**src/riscv_soc_consts.svh**
```systemverilog
`ifndef RISCV_SOC_CONSTS_SVH
`define RISCV_SOC_CONSTS_SVH

// memory map
`define RAM_BASE         64'h0000_0000_8000_0000  // reset pc and idle bus address
`define KEY_BASE         64'h0000_0000_1000_0000  // key input register
`define ART_BASE         64'h0000_0000_1000_0008  // art output port
`define ISR_ADDR         64'h0000_0000_0000_0000  // external irq entry

// instruction encodings the core knows
`define INST_LOAD_KEY    32'hFFFF_FFFF   // custom load of key into x5
`define INST_STORE_ART   32'hFFFF_FF7F   // custom store of x5, bit 7 clear
`define INST_MRET        32'h0000_0000   // reduced mret
`define INST_NOP         32'h0000_0013   // addi x0 form, ignored by decode
`define OPC_LUI          7'b0110111
`define ISR_LUI_IMM      20'hA5C3E       // upper immediate of the handler lui

// csr indices and mstatus bits
`define CSR_MSTATUS      12'h300
`define CSR_MEPC         12'h341
`define MSTATUS_MIE_BIT  3
`define MSTATUS_MPIE_BIT 7

// interrupt request value on the 4-bit vector
`define IRQ_EXTERNAL     4'd1

`define ROM_DEPTH        256             // words, handler half and main half

`endif

```
**src/riscv_soc_pkg.sv**
```systemverilog
package riscv_soc_pkg;

    // widths with a meaning
    typedef logic [63:0] xlen_t;      // data or address word
    typedef logic [31:0] inst_t;      // one instruction
    typedef logic [4:0]  reg_idx_t;   // register file index
    typedef logic [11:0] csr_addr_t;  // csr index
    typedef logic [3:0]  irq_vec_t;   // external interrupt vector

    // core to peripheral request
    // registered in the core, strobes are single cycle
    // address parks at the ram base while idle
    typedef struct packed {
        xlen_t address;       // peripheral address
        xlen_t write_data;    // store payload
        logic  write_enable;  // store strobe
        logic  read_enable;   // load strobe
    } bus_req_t;              // 130 bits

    // custom load runs two passes through exe
    //   idle : next load issues the read and replays itself
    //   wait : read data lands this pass
    typedef enum logic {
        LOAD_IDLE,
        LOAD_WAIT
    } load_state_t;

endpackage

```
**src/bus_periph.sv**
```systemverilog
`include "riscv_soc_consts.svh"

module bus_periph (
    input  logic                     clk,
    input  logic                     reset,
    input  riscv_soc_pkg::bus_req_t  bus_req,
    input  riscv_soc_pkg::xlen_t     key_value,      // external key input
    output riscv_soc_pkg::xlen_t     bus_read_data,  // valid the cycle after a read
    output riscv_soc_pkg::xlen_t     art_data,
    output logic                     art_valid       // one cycle pulse
);
    import riscv_soc_pkg::*;

    logic key_hit;
    logic art_hit;
    logic art_write;

    // address decode
    always_comb begin
        key_hit   = (bus_req.address == `KEY_BASE);
        art_hit   = (bus_req.address == `ART_BASE);
        art_write = bus_req.write_enable && art_hit;
    end

    // read path, key sampled on the strobe
    always_ff @(posedge clk) begin
        if (bus_req.read_enable) begin
            if (key_hit) begin
                bus_read_data <= key_value;
            end else if (art_hit) begin
                bus_read_data <= art_data;  // art port reads back
            end
        end
    end

    // art output register
    always_ff @(posedge clk) begin
        if (art_write) begin
            art_data <= bus_req.write_data;
        end
    end

    always_ff @(posedge clk or negedge reset) begin
        if (!reset) begin
            art_valid <= 1'b0;
        end else begin
            art_valid <= art_write;  // marks the cycle art_data changed
        end
    end

    // core only strobes addresses decoded here
    a_strobe_mapped: assert property (@(posedge clk) disable iff (!reset)
        (bus_req.read_enable || bus_req.write_enable) |-> (key_hit || art_hit));

endmodule

```
**config.mk**
```make
export PLATFORM = sky130hd
export DESIGN_NAME = bus_periph
export DESIGN_NICKNAME = d
export VERILOG_FILES = /design/src/riscv_soc_pkg.sv /design/src/bus_periph.sv
export VERILOG_INCLUDE_DIRS = /design/src
export SDC_FILE = /design/constraint.sdc
export NUM_CORES = 1
export LEC_CHECK = 0
export ABC_CLOCK_PERIOD_IN_PS = 1500
export BUFFER_PORTS_ARGS = -buffer_cell sky130_fd_sc_hd__buf_4
export CAP_MARGIN = 20
export CORE_AREA = 3 3 125 127
export CTS_CLUSTER_SIZE = 25
export DETAILED_ROUTE_END_ITERATION = 16
export DIE_AREA = 0 0 128 130
export PLACE_DENSITY = 0.66
export SYNTH_ARGS = -nofsm -noshare
export SYNTH_HDL_FRONTEND = slang
export SYNTH_SLANG_ARGS = --single-unit
```
**constraint.sdc**
```tcl
create_clock -name clk -period 1.5 [get_ports clk]
set_input_delay 0.15 -clock clk [delete_from_list [all_inputs] [get_ports clk]]
set_output_delay 0.15 -clock clk [all_outputs]
set_load 0.02 [all_outputs]
```
* Word level (Yosys, flattened, before mapping)
Cells that the tools add are included.
** Storage, ports and cells
- Register bits :: 129
- Output and inout port bits :: 129
** Operators by class
- Equality and inequality tests :: 2
- Mux-type cells :: 2
- Reductions and logical operators :: 3
** Operator list (count)
- 64-bit by 29-bit == test with 1-bit output (second input constant) :: 2
- 64-bit 2-to-1 mux :: 2
- 2-bit AND reduction :: 1
- 2-bit nonzero test :: 1
- 1-bit logical AND :: 1

* Depth between registers and ports, before layout
- Depth in word-level cells :: 3
- Mapped depth :: 7
- Mapped depth without buffers :: 5

* Worst setup path before layout
OpenSTA, ideal clock, no wires.
- Kind :: input-to-reg
- Start :: in bus_req[108] in the netlist's numbering
- End :: reg art_data[0] (enable)
- Arrival time :: 1.780 ns
- Path slack :: -0.673 ns
- Cell stages on the path :: 4
- Path through :: nor4_2 > nand4_1 > nor4_2 > and3_2
** On the way
- Cells in the longest elaborated chain, start to end :: 2
** Ends and longest elaborated chain
- start: declaration :: line bus_periph.sv:6 : input riscv_soc_pkg::bus_req_t bus_req,
- 64-bit by 29-bit == test with 1-bit output (no source line)
- 1-bit logical AND :: line bus_periph.sv:22 : art_write = bus_req.write_enable && art_hit;
- net art_write :: line bus_periph.sv:16 : logic art_write;
- end signal: assignment :: line bus_periph.sv:39 : art_data <= bus_req.write_data;
- end: declaration :: line bus_periph.sv:9 : output riscv_soc_pkg::xlen_t art_data,
The timed path passes the listed nets, and every way through them passes these cells.
A chain may end at the register's enable or synchronous reset.

* Worst setup path in the final report
- Start :: in bus_req[100] in the netlist's numbering
- End :: reg bus_read_data[26], data pin
** On the way
- Cells in the longest elaborated chain, start to end :: 2
** Ends and longest elaborated chain
- 64-bit by 29-bit == test with 1-bit output (no source line)
- 64-bit 2-to-1 mux :: line bus_periph.sv:28 : if (key_hit) begin
- end signal: assignment :: line bus_periph.sv:29 : bus_read_data <= key_value;
- end signal: assignment :: line bus_periph.sv:31 : bus_read_data <= art_data;
- end: declaration :: line bus_periph.sv:8 : output riscv_soc_pkg::xlen_t bus_read_data,
No other way between the ends.

==> summary.md <==
| Metric | Value |
|---|---|
| Top FF cell, synth | edfxtp_1 |
| DR pass1 iterations | 4 |
| # setup viols final | 192 |
| Die Y | ~130 um |
| Root buffer selected by CTS | clkbuf_16 |
| Final setup skew | 5.56 ps |
| Post-route DRC | 0 |
| Fin. max-slew vios | 0 |
| RSZ-0062 raised after global routing | true |
| Antenna violations before repair | 1 |
| Asr flop ratio synth | 0.00775 |
| Vias in the first global route | 4218 |
| Clock H-tree levels | 4 |
| Largest net degree at the start of global routing | 36 |
| Layout cells sized above 1 | 0.678 |
| Port buffer count | 324 |
| TritonCTS sink count | about 130 |
| TritonCTS clock tree | built |
| Vias | 3840 |
| Most frequent cell after synthesis | edfxtp_1 |
| Failing checks | negative setup slack |
| Placer Congestion | 0.837 |
| Initial Util | 0.353 |
| Number of synthesized flops with an enable pin | 128 |
| CTS max path bufs | 2 |
| Layout net count | 850 |
| Mapped Avg Cell Area | 22.9 um^2 |
| Post-detailed-routing wire length | 16700 um |
| RR Endpoint | bus_read_data[37] |
| Synth top cells by count | 128 x edfxtp_1, 60 x mux2_4, 10 x nor4_1 |
| Synth top area share | 0.749 |
| Die width | 128 um |
| Sequential-to-total area share from yosys stat | 0.754 |
| Tot GR Track Use | 0.193 |
| Final Hold Vio Count | 0 |
| I/O pins | 325 |
| Max_cap viols | 0 |
| Register bit total from synthesis | 129 |
| CP max FO | 29 |
| Hold endpoint | bus_read_data[36] |
| Placed Area | a little under 8000 um^2 |
| Overall power | 8.48 mW |
| Final ANT Viol Nets | 0 |
| Leak | ~4.1 nW |
| VDD IR max | a little under 700 uV |
| Crit path time final | 1680 ps |
| Synthesized instance count | 224 |
| 1st-iter DRT viols | 100 |
| Sw Ratio | 0.180 |
| Netlist Area Pre-Place | between 5000 and 6000 um^2 |
| Worst flop-to-flop path startpoint | art_data[37] |
| Die area | 16600 um^2 |
| Combinational fraction of design power | 0.069 |
| Worst min path class | input pin to flop |
| Final Cycle Share | 1.12 |
| Clock slew at reported path FFs | 50 ps |
| Hold path depth | 2 |
| Crit path required time | about 1700 ps |
| DR vias/cell | 4.52 |
| Synth area leaders | edfxtp_1 75%, mux2_4 18%, buf_12 2.3% |
| HPWL after detailed placement | 12000 um |
| Finished Cell Area | 9460 um^2 |
| Share of total power in sequential cells | 0.464 |
| Rows | 44 |
| Worst Max-Slew Pin Slew | 300 ps |
| Area growth syn-to-layout | 84.4% |
| Clk_lat worst skew | 410 ps |
| Worst endpoint data arrival time | 1840 ps |
| Clk pwr share | 0.467 |
| Worst min-delay path startpoint | key_value[36] |
| R2r worst-path depth | 1 |
| Final setup margin | -184 ps |
| Global-route wire length before repair | 23600 um |
| Total gr overflow | 0 |
| Flop2flop setup slack | 540 ps |
| Setup CP Type | input pin to flop |
| CTS Buf Count | 17 |
| WL/cell | roughly 20 um |
| Status | finished, violations left |
| Switching power | 1.53 mW |
| Startpoint types | input pin |
| Syn Nets | 420 |
| Area leader, netlist | edfxtp_1 |
| Ant diodes | 0 |
| Synth warnings | 0 |
| Core region area | 14500 um^2 |
| Synth unique cells | 14 |
| P_int | a little under 7 mW |
| Slew HR | 0.798 |
| Peak Freq | approximately 0.59 GHz |
| Pwr Density | ~900 nW/um^2 |
| Worst Setup End Kind | flop |
[worst max-delay path: stages]
cell and delay [ps]:
buf_6 90, nor4_4 260, buf_4 160, nand4_1 110, nor4_2 260, buf_4 170
nand2b_4 90, buf_12 190, mux2_4 320
[power by group through the flow]
stage                     logic (mW)  registers, mW  clock network [mW]
after floorplan               0.0156           4.01                   0
after global placement         0.418           4.01                   0
after detailed placement       0.427           4.01                   0
after CTS                      0.586           3.93                4.06
after global routing           0.626           3.93                4.21
final                          0.587           3.93                3.95
[cell usage in the layout, fill, tap and decap left out]
cell,n
clkinv_2,3
buf_8,2
edfxtp_1,128
nor4_4,5
and3_4,1
mux2_4,60
buf_12,7
clkbuf_1,4
dlygate4sd3_1,65
nand4_1,4
buf_16,5
clkbuf_16,21
nor4b_1,1
nor4_2,3
nor4_1,7
buf_6,7
bufinv_16,3
buf_4,328
dfrtp_1,1
clkinv_1,3
nor3_1,1
and2_4,1
mux2_2,4
nand2b_4,1
[cells by family after synthesis]
kind of cell / share of synthesized area
DFF: 0.754
buffers and inverters: 0.0256
muxes: 0.184
and+or+nand+nor: 0.0361
[worst max-delay path by stage]
stage / start / end
final: bus_req[100] / bus_read_data[26]
after global routing: bus_req[100] / bus_read_data[21]
after CTS: bus_req[99] / bus_read_data[24]
after detailed placement: bus_req[90] / bus_read_data[26]
after global placement: bus_req[90] / bus_read_data[29]
after floorplan: bus_req[124] / art_data[0]
[registers in the layout (all words and copies together) (netlist names)]
signal / cells
art_data: 64
bus_read_data: 64
art_valid: 1
[timing repair]
action / CTS / global route
setup buffers: 5 / 4
gates cloned: 4 / 6
setup endpoints to repair: 191 / 193
gates resized for setup: 17 / 4
hold endpoints to repair: 65 / 0
hold buffers: 65 / 0
[per-layer routing]
metal,up-vias,share of wire,GRT usage
met5,-,0,0
met4,0,0.020,0.0737
met3,30,0.080,0.0557
met2,203,0.57,0.378
met1,1827,0.33,0.191
li1,1780,-,-
[cell type report]
class,instances,area (um^2)
fill,1050,5070
sequential,129,3870
timing repair buffer,418,3600
multi-input combinational,88,1210
clock buffer,21,440
tap,184,230
clock inverter,9,116
[stage by stage]
| stage | std cells | hold WS, ps | utilization | setup TNS, ps | worst slack, ps |
|---|---|---|---|---|---|
| 4_1_cts | 841 | 12.5 | 0.642 | -13840 | -145 |
| 2_1_floorplan | 224 | -146 | - | -67780 | -394 |
| 3_5_place_dp | 737 | -73.0 | 0.541 | -109060 | -669 |
| 3_3_place_gp | 737 | -73.0 | 0.541 | -105410 | -644 |
| 6_report | 849 | 38.5 | 0.651 | -27360 | -184 |
| 5_1_grt | 849 | 20.3 | 0.651 | -40080 | -245 |
Note: power is estimated with default switching activity, not from simulation.
