`config.mk`:
```
export PLATFORM = sky130hd
export DESIGN_NAME = riscv64
export DESIGN_NICKNAME = d
export VERILOG_FILES = /design/src/riscv_soc_pkg.sv /design/src/csr_file.sv /design/src/riscv64.sv
export VERILOG_INCLUDE_DIRS = /design/src
export SDC_FILE = /design/constraint.sdc
export NUM_CORES = 1
export LEC_CHECK = 0
export BUFFER_PORTS_ARGS = -buffer_cell sky130_fd_sc_hd__buf_4
export CORE_ASPECT_RATIO = 0.5
export CORE_MARGIN = 5
export CORE_UTILIZATION = 45
export DETAILED_ROUTE_END_ITERATION = 8
export GPL_TIMING_DRIVEN = 1
export MAX_ROUTING_LAYER = met4
export PLACE_DENSITY_LB_ADDON = 0.1
export SYNTH_ARGS = -nofsm -noshare
export SYNTH_HDL_FRONTEND = slang
export SYNTH_SLANG_ARGS = --single-unit
```
`constraint.sdc`:
```
create_clock -name clk -period 12.43 [get_ports clk]
set_input_delay 2.486 -clock clk [delete_from_list [all_inputs] [get_ports clk]]
set_output_delay 2.486 -clock clk [all_outputs]
set_load 0.05 [all_outputs]
```
`src/riscv_soc_consts.svh`:
```
`ifndef RISCV_SOC_CONSTS_SVH
`define RISCV_SOC_CONSTS_SVH

// memory map
`define RAM_BASE         64'h0000_0000_8000_0000  // reset pc and idle bus address
`define KEY_BASE         64'h0000_0000_1000_0000  // key input register
`define ART_BASE         64'h0000_0000_1000_0008  // art output port
`define ISR_ADDR         64'h0000_0000_0000_0000  // external irq entry

// instruction encodings the core knows
`define INST_LOAD_KEY    32'hFFFF_FFFF   // custom load of key into x5
`define INST_STORE_ART   32'hFFFF_FF7F   // custom store of x5, bit 7 clear
`define INST_MRET        32'h0000_0000   // reduced mret
`define INST_NOP         32'h0000_0013   // addi x0 form, ignored by decode
`define OPC_LUI          7'b0110111
`define ISR_LUI_IMM      20'hA5C3E       // upper immediate of the handler lui

// csr indices and mstatus bits
`define CSR_MSTATUS      12'h300
`define CSR_MEPC         12'h341
`define MSTATUS_MIE_BIT  3
`define MSTATUS_MPIE_BIT 7

// interrupt request value on the 4-bit vector
`define IRQ_EXTERNAL     4'd1

`define ROM_DEPTH        256             // words, handler half and main half

`endif

```
`src/riscv_soc_pkg.sv`:
```
package riscv_soc_pkg;

    // widths with a meaning
    typedef logic [63:0] xlen_t;      // data or address word
    typedef logic [31:0] inst_t;      // one instruction
    typedef logic [4:0]  reg_idx_t;   // register file index
    typedef logic [11:0] csr_addr_t;  // csr index
    typedef logic [3:0]  irq_vec_t;   // external interrupt vector

    // core to peripheral request
    // registered in the core, strobes are single cycle
    // address parks at the ram base while idle
    typedef struct packed {
        xlen_t address;       // peripheral address
        xlen_t write_data;    // store payload
        logic  write_enable;  // store strobe
        logic  read_enable;   // load strobe
    } bus_req_t;              // 130 bits

    // custom load runs two passes through exe
    //   idle : next load issues the read and replays itself
    //   wait : read data lands this pass
    typedef enum logic {
        LOAD_IDLE,
        LOAD_WAIT
    } load_state_t;

endpackage

```
`src/csr_file.sv`:
```
`include "riscv_soc_consts.svh"

module csr_file (
    input  logic                 clk,
    input  logic                 reset,
    input  logic                 trap_enter,   // irq accepted this cycle
    input  logic                 trap_return,  // mret executed this cycle
    input  riscv_soc_pkg::xlen_t trap_pc,      // address to resume at
    output riscv_soc_pkg::xlen_t mepc,
    output logic                 mie_enabled
);
    import riscv_soc_pkg::*;

    xlen_t mepc_q;
    logic  mie_q;         // mstatus.MIE
    logic  mpie_q;        // mstatus.MPIE
    xlen_t mstatus_view;  // assembled mstatus word

    // csr read view
    // other mstatus bits read as zero
    function automatic xlen_t csr_read(input csr_addr_t index);
        xlen_t value;
        value = '0;
        case (index)
            `CSR_MEPC: begin
                value = mepc_q;
            end
            `CSR_MSTATUS: begin
                value[`MSTATUS_MIE_BIT]  = mie_q;
                value[`MSTATUS_MPIE_BIT] = mpie_q;
            end
            default: begin
                value = '0;
            end
        endcase
        return value;
    endfunction

    always_comb begin
        mepc         = csr_read(`CSR_MEPC);
        mstatus_view = csr_read(`CSR_MSTATUS);
        mie_enabled  = mstatus_view[`MSTATUS_MIE_BIT];  // gates irq entry in core
    end

    // interrupts come up enabled
    always_ff @(posedge clk or negedge reset) begin
        if (!reset) begin
            mie_q  <= 1'b1;
            mpie_q <= 1'b1;
        end else if (trap_enter) begin
            mpie_q <= mie_q;   // remember enable state
            mie_q  <= 1'b0;    // no nesting inside the handler
        end else if (trap_return) begin
            mie_q  <= mpie_q;  // back to pre-trap state
            mpie_q <= 1'b1;
        end
    end

    // resume address, only written on entry
    always_ff @(posedge clk) begin
        if (trap_enter) begin
            mepc_q <= trap_pc;
        end
    end

    // core never enters and returns in the same cycle
    a_trap_exclusive: assert property (@(posedge clk) disable iff (!reset)
        !(trap_enter && trap_return));

endmodule

```
`src/riscv64.sv`:
```
`include "riscv_soc_consts.svh"

module riscv64 (
    input  logic                     clk,
    input  logic                     reset,
    input  riscv_soc_pkg::inst_t     instruction,       // rom word at pc
    input  riscv_soc_pkg::irq_vec_t  interrupt_vector,  // level, held until ack
    input  riscv_soc_pkg::xlen_t     bus_read_data,
    output riscv_soc_pkg::xlen_t     pc,
    output riscv_soc_pkg::bus_req_t  bus_req,
    output logic                     interrupt_ack,     // one cycle pulse
    output logic                     heartbeat
);
    import riscv_soc_pkg::*;

    localparam reg_idx_t KEY_RD = 5'd5;  // fixed register of the custom load and store
    localparam bus_req_t BUS_IDLE = '{
        address:      `RAM_BASE,
        write_data:   '0,
        write_enable: 1'b0,
        read_enable:  1'b0
    };

    inst_t       ir;          // if to exe register
    logic        bubble;      // ir holds a wrongly fetched word
    load_state_t load_state;
    xlen_t       rf [32];     // x0 never written

    // csr side
    xlen_t       mepc;
    logic        mie_enabled;
    logic        trap_enter;
    logic        trap_return;
    xlen_t       trap_pc;

    // exe decode
    logic        is_lui;
    logic        is_mret;
    logic        is_load;
    logic        is_store;
    reg_idx_t    rd;
    xlen_t       imm_u;
    logic        irq_take;
    logic        exe_valid;

    // register file write port
    logic        rf_we;
    reg_idx_t    rf_waddr;
    xlen_t       rf_wdata;

    always_comb begin
        is_lui   = (ir[6:0] == `OPC_LUI);
        is_mret  = (ir == `INST_MRET);
        is_load  = (ir == `INST_LOAD_KEY);
        is_store = (ir == `INST_STORE_ART);
        rd       = ir[11:7];
        imm_u    = {{32{ir[31]}}, ir[31:12], 12'h000};  // sign extended upper imm
        // held off while a load is in flight so mepc stays exact
        irq_take = (interrupt_vector == `IRQ_EXTERNAL) && mie_enabled
                   && (load_state == LOAD_IDLE);
        exe_valid = !bubble && !irq_take;  // accepted irq squashes ir, replayed later
    end

    always_comb begin
        rf_we    = 1'b0;
        rf_waddr = rd;
        rf_wdata = imm_u;
        if (exe_valid && is_lui && rd != '0) begin
            rf_we = 1'b1;
        end else if (exe_valid && is_load && load_state == LOAD_WAIT) begin
            rf_we    = 1'b1;          // second pass, key has arrived
            rf_waddr = KEY_RD;
            rf_wdata = bus_read_data;
        end
    end

    always_ff @(posedge clk) begin
        if (rf_we) begin
            rf[rf_waddr] <= rf_wdata;
        end
    end

    assign trap_enter  = irq_take;
    assign trap_return = exe_valid && is_mret;
    assign trap_pc     = bubble ? pc : pc - 64'd4;  // ir's own address unless ir is junk

    csr_file u_csr (
        .clk         (clk),
        .reset       (reset),
        .trap_enter  (trap_enter),
        .trap_return (trap_return),
        .trap_pc     (trap_pc),
        .mepc        (mepc),
        .mie_enabled (mie_enabled)
    );

    // fetch stage
    always_ff @(posedge clk or negedge reset) begin
        if (!reset) begin
            ir        <= `INST_NOP;
            heartbeat <= 1'b0;
        end else begin
            ir        <= instruction;  // word at pc, executed next cycle
            heartbeat <= ~heartbeat;
        end
    end

    // execute stage, pc and bus control
    always_ff @(posedge clk or negedge reset) begin
        if (!reset) begin
            pc            <= `RAM_BASE;
            bubble        <= 1'b1;  // reset nop is no real instruction
            load_state    <= LOAD_IDLE;
            bus_req       <= BUS_IDLE;
            interrupt_ack <= 1'b0;
        end else begin
            pc            <= pc + 64'd4;  // sequential by default
            bubble        <= 1'b0;
            bus_req       <= BUS_IDLE;    // strobes drop after one cycle
            interrupt_ack <= 1'b0;
            if (irq_take) begin
                pc            <= `ISR_ADDR;
                bubble        <= 1'b1;    // flush word fetched at old pc
                interrupt_ack <= 1'b1;
            end else if (exe_valid) begin
                if (is_mret) begin
                    pc     <= mepc;
                    bubble <= 1'b1;
                end else if (is_load) begin
                    if (load_state == LOAD_IDLE) begin
                        bus_req.address     <= `KEY_BASE;
                        bus_req.read_enable <= 1'b1;
                        pc                  <= pc - 64'd4;  // refetch the load
                        bubble              <= 1'b1;
                        load_state          <= LOAD_WAIT;
                    end else begin
                        load_state <= LOAD_IDLE;  // x5 written this cycle
                    end
                end else if (is_store) begin
                    bus_req.address      <= `ART_BASE;
                    bus_req.write_data   <= rf[KEY_RD];
                    bus_req.write_enable <= 1'b1;
                end
            end
        end
    end

    a_strobe_exclusive: assert property (@(posedge clk) disable iff (!reset)
        !(bus_req.read_enable && bus_req.write_enable));

    // ack only when mstatus allowed entry one cycle earlier
    a_ack_needs_mie: assert property (@(posedge clk) disable iff (!reset)
        interrupt_ack |-> $past(mie_enabled));

endmodule

```
# Word level (Yosys, flattened, before mapping)
# Memories as Yosys holds them, arrays and structs flattened.
# Index checks and enable logic that the tools add are counted.
[totals]
register_bits = 296
mem_bits_rw = 2048
in_bits = 102
out_inout_bits = 196
elab_cells = 69
memories = 1
[classes]
addsub = 2
n_eq_ne = 4
mux = 31
n_bitwise = 4
n_reduce_logical = 14
[memory_table]
columns = ["memory", "depth", "word_bits", "rd", "rd_ports_with_merged_regs", "wr", "line_no", "rtl"]
rows = [
  ["rf", 32, 64, 1, 0, 1, "riscv64.sv:27", "xlen_t rf [32];"],
]
[op_table]
columns = ["cell", "n"]
rows = [
  ["two-way mux 64 bit", 9],
  ["two-way mux 130 bit", 3],
  ["two-way mux 97 bit", 1],
  ["two-way mux 65 bit", 1],
  ["adder 64 x 3 -> 64 bit (second input constant)", 1],
  ["equality test 32 bit (second input constant)", 2],
  ["subtractor 64 x 3 -> 64 bit (second input constant)", 1],
  ["zero test 32 bit", 1],
  ["two-way mux 32 bit", 1],
  ["two-way mux 1 bit", 14],
  ["two-way mux 5 bit", 2],
  ["logical AND 1 bit", 8],
  ["equality test 7 x 6 -> 1 bit (second input constant)", 1],
  ["nonzero test 5 bit", 1],
  ["equality test 4 x 1 -> 1 bit (second input constant)", 1],
  ["NOT 1 bit", 4],
  ["AND reduction 4 bit", 1],
  ["zero test 1 bit", 2],
  ["nonzero test 2 bit", 1],
]

# Longest topological paths before layout
[logic_depth]
depth_word = 11
depth_mapped = 11
depth_no_buf = 9

# By module
# Synthesis repeated with hierarchy kept, for this count alone.
[hier_totals]
hier_cells = 1445
hier_area_um2 = 15244.6
[by_module_without_submodules]
columns = ["module", "n_inst", "cells_per_inst", "area_each_um2", "seq_area_each_um2"]
rows = [
  ["riscv64", 1, 1374, 13244.0, 6133.4],
  ["csr_file", 1, 71, 2000.7, 1974.4],
]

# Worst setup path before layout
# Ideal clock, no wire load.
[synth_timing]
kind = "input-to-reg"
from = "input interrupt_vector[1]"
to = "memory rf[5][0] (netlist bit) (enable)"
setup_time_ns = 0.499
arrival_time_ns = 6.041
t_required_ns = 11.931
setup_slack_ns = 5.890
stages = 4
n_path_buf = 0
path_cell_list = "nor2_1 > a41oi_1 > nand2_1 > o21bai_1"
[synth_via]
elab_chain_cells = 11
elab_cells_between_ends = 15
cone_classes = "eq/ne (1); mux (6); reduce/logical (8)"
[synth_rtl]
columns = ["item", "line_no", "rtl"]
rows = [
  ["start, declared", "riscv64.sv:7", "input riscv_soc_pkg::irq_vec_t interrupt_vector,"],
  ["equality test 4 x 1 -> 1 bit (no line) (*)", "-", ""],
  ["logical AND 1 bit (*) (2 in a row)", "riscv64.sv:59", "irq_take = (interrupt_vector == `IRQ_EXTERNAL) && mie_enabled"],
  ["zero test 1 bit (*)", "riscv64.sv:61", "exe_valid = !bubble && !irq_take;"],
  ["logical AND 1 bit (*)", "riscv64.sv:61", ""],
  ["logical AND 1 bit (2 in a row)", "riscv64.sv:70", "end else if (exe_valid && is_load && load_state == LOAD_WAIT) begin"],
  ["two-way mux 1 bit", "riscv64.sv:70", ""],
  ["two-way mux 1 bit", "riscv64.sv:68", "if (exe_valid && is_lui && rd != '0) begin"],
  ["two-way mux 1 bit", "riscv64.sv:78", "if (rf_we) begin"],
  ["two-way mux 1 bit (not written as such)", "riscv64.sv:79", "rf[rf_waddr] <= rf_wdata;"],
  ["end, declared", "riscv64.sv:27", ""],
]
# Mark *: on every way between the ends. The rest lies on a longest branch, timed or not.

# Worst setup path in the final report
[layout_timing]
from = "input interrupt_vector[1]"
to = "memory rf[5][42] (netlist bit) (data pin)"
[layout_via]
elab_chain_cells = 9
elab_cells_between_ends = 11
cone_classes = "eq/ne (1); mux (2); reduce/logical (8)"
[layout_rtl]
columns = ["item", "line_no", "rtl"]
rows = [
  ["equality test 4 x 1 -> 1 bit (no line) (*)", "-", ""],
  ["logical AND 1 bit (*) (2 in a row)", "riscv64.sv:59", ""],
  ["zero test 1 bit (*)", "riscv64.sv:61", ""],
  ["logical AND 1 bit (*)", "riscv64.sv:61", ""],
  ["logical AND 1 bit (2 in a row)", "riscv64.sv:70", ""],
  ["two-way mux 64 bit", "riscv64.sv:70", ""],
  ["two-way mux 64 bit (*)", "riscv64.sv:68", ""],
  ["net rf_wdata[42]", "riscv64.sv:49", "xlen_t rf_wdata;"],
]
# The timed path passes the listed nets; every way through them passes the cells marked *.

==> impl_metrics.yaml <==
run_status:
  outcome: "finished clean"
timing:
  max-slew-margin-rel: 0.145
  min_period_over_period: 0.434
  grt_setup_unrepaired: "no"
  tightestPinTransition_ns: 1.27
  setup_viol: 0
  max_freq_mhz: 185
  setup_tns_ns: 0
  drv_slew: 0
  hold_viol: 0
  skew_ns: 0.00992
  fin_hold_ws_ns: 0.426
  post-route-min-period_ns: 5.39
logic_synthesis:
  synth_area_mm2: 0.0154
  synth_mux_area_frac: 0.0165
  yosys-top-cells-area: "dfrtp_1, edfxtp_1, xor2_1, xnor2_1, buf_4"
  synth_top_family_by_area: "simple AND/OR/NAND/NOR gates"
  yosysWarningCount: 0
  seq_area_frac_synth: 0.528
  synthTopCellsByCount: "dfrtp_1, edfxtp_1, nor2_1"
  synth_cells: 1461
  synth_edf_count: 128
  synth-simple-area-share: 0.188
  synth_cell_types: 70
  synthMostInstantiatedCell: "dfrtp_1"
  async_flop_share: 0.570
  synth_fa_ha_area_frac: 0.00163
  synthXorXnorAreaFrac: 0.0958
  netlist.area_leader.share: 0.264
  synth-seq-cells: 298
  synth_compound_area_frac: 0.0940
  synth_area_leader_cell: "dfrtp_1"
  synthFlopType: "dfrtp_1"
  syn_area_per_cell_um2: 10.5
routing:
  ant_nets: 0
  routedWlPerCell_um: 20.7
  vias: 11500
  wirelength_mm: 43.1
  drc_errors: 0
  dr.pass1.iters: 5
  drt_iter0_drc: 937
  viasPerCell: 5.51
finish:
  n_antenna_cell: 0
  multiInputGateArea_mm2: 0.00635
  final_core_util: 0.538
  post-route-cell-area_mm2: 0.0179
  register_area_mm2: 0.00811
  fill_cells: 2948
  area_growth_syn_to_layout_pct: 16.8
  nNetsFinal: 1721
  layout-drive-gt1-share: 0.218
global_route:
  use_met2: 0.379
  use_met3: 0.0370
  grt_pass1_vias: 11600
  grt_overflow: 0
  grt_max_degree: 92
  antenna_found_initial: 0
  grt_use_total: 0.223
  grt_first_pass_wirelength_mm: 66.6
  top_usage_layer: "met2"
  use_met1: 0.284
clock_network:
  clockBufferDepth: 3
  clock_latency_ns: 0.57
  htreeDepth: 1
  cts_tree: "built"
  post_cts_resize_count: 0
  clk_pin_slew_worst_paths_ns: 0.06
  numCtsBuffers: 28
  post-cts-setup-buffers: 0
  clkSinkCount: 298
  cts-hold-fix-buffers: 0
  cts_root_buf: "clkbuf_16"
pwr:
  p_per_area_mw_per_mm2: 134
  max-vdd-ir-drop_mv: 0.0670
  leakage_nw: 8.13
critical_path:
  cp_top_family: "simple AND/OR/NAND/NOR gates"
  crit_fanout: 53
  critPathArrivalTime_ns: 5.71
  cpMostUsedCell: "buf_4"
  end_kind: "register"
  slowest_delay_ns: 0.68
  cp-start-kind: "input pin"
  cp_cell_sequence: "buf_4 > nor2_1 > a41oi_4 > buf_4 > nand2_1 > nor2_1 > and2_2 > buf_4 > nor2b_2 > buf_4 > a21o_1"
  cp.buffers_inverters: 4
  crit_type: "input pin to register"
  required_ns: 12.75
  slowest_stage: "nor2_1"
place:
  portBuffers: 236
  hpwlAfterDp_mm: 28.2
  placed_area_mm2: 0.0170
  place_congestion: 0.888
run:
  max_cap_viol_count: 0
die:
  die_area_mm2: 0.0382
  fp.dieW_um: 271
  start_util: 0.461
  coreArea_mm2: 0.0333
  die_y_um: 141
  ios: 298
  num_rows: 47
hold_path:
  hold_path.class: "register to register"
-- metrics by stage --
| step | cells | total power, mW | setup WS [ns] |
|---|---|---|---|
| 2_1_floorplan | 1521 | 1.42 | 5.89 |
| 3_3_place_gp | 2028 | 1.51 | 6.59 |
| 3_5_place_dp | 2028 | 1.52 | 6.44 |
| 4_1_cts | 2080 | 2.42 | 7.04 |
| 5_1_grt | 2080 | 2.50 | 6.78 |
| 6_report | 2080 | 2.40 | 7.04 |
-- kinds of logic after synthesis --
| kind of cell | after synthesis |
|---|---|
| AOI/OAI and AO/OA | 226 |
| xor gates and xnor gates | 168 |
| adders and majority gates | 2 |
| buffers and inverters | 202 |
| DFF | 298 |
| muxes | 23 |
| other | 1 |
| and+or+nand+nor | 541 |
-- sequential cells by signal, indices dropped and copies added, names as in the netlist --
register and count:
u_csr.mpie_q 1, rf 64, u_csr.mepc 64, pc 64
bus_req 68, load_state 1, interrupt_ack 1, bubble 1
u_csr.mie_enabled 1, ir 32, heartbeat 1
-- worst paths after layout --
check                               startpoint     endpoint  slack (ns)  cells after the start
hold reg to reg                      heartbeat    heartbeat        0.43                      1
min in group asynchronous                reset       pc[10]        2.03                      1
max in group asynchronous                reset  bus_req[46]        8.82                      2
hold / removal                       heartbeat    heartbeat        0.43                      1
setup / recovery           interrupt_vector[1]    rf[5][42]        7.04                     11
setup reg to reg                    load_state    rf[5][42]        8.32                     10
-- where the power goes --
group	switching [mW]	total (mW)	leakage, nW	internal [mW]
combinational	0.256	0.397	4.25	0.140
clock	0.386	0.902	0.474	0.516
sequential	0.0395	1.11	3.40	1.07
total	0.682	2.40	8.13	1.72
-- metal layers --
metal  part of all wire  vias up
li1                   -     5353
met1               0.42     5623
met2               0.49      404
met3              0.062       85
met4              0.023        0
met5                  0        -
-- layout by cell type (no fill, tap or decap), drive strengths merged, types with 4 or more instances in the layout --
| cell type | Yosys | layout |
|---|---|---|
| dfstp | 8 | 8 |
| clkbuf | 88 | 38 |
| xor2 | 95 | 95 |
| or2 | 11 | 11 |
| nor3 | 35 | 35 |
| o21ai | 70 | 70 |
| nor4 | 49 | 49 |
| conb | 1 | 61 |
| and4 | 7 | 7 |
| o31ai | 4 | 4 |
| o221ai | 18 | 18 |
| edfxtp | 128 | 128 |
| or3 | 18 | 18 |
| inv | 15 | 15 |
| a211oi | 9 | 9 |
| clkinv | 0 | 10 |
| nor2 | 128 | 128 |
| a21oi | 59 | 59 |
| or4b | 4 | 4 |
| nand4b | 5 | 5 |
| and3 | 24 | 24 |
| mux2i | 4 | 4 |
| nor2b | 4 | 4 |
| xnor2 | 73 | 73 |
| nand4 | 40 | 40 |
| a21o | 34 | 34 |
| or4 | 9 | 9 |
| nand2b | 5 | 5 |
| nand2 | 81 | 81 |
| nand3 | 45 | 45 |
| a221o | 9 | 9 |
| buf | 99 | 253 |
| dfrtp | 162 | 162 |
| mux2 | 19 | 19 |
| and2 | 70 | 70 |
-- layout make-up --
type,count,area share
Clock buffer,38,0.0446
Clock inverter,14,0.00942
Inverter,15,0.00314
Multi-Input combinational cell,1021,0.354
Sequential cell,298,0.452
Tap cell,441,0.0308
Timing Repair Buffer,253,0.106
No activity file was read; power rests on OpenSTA's default activity.
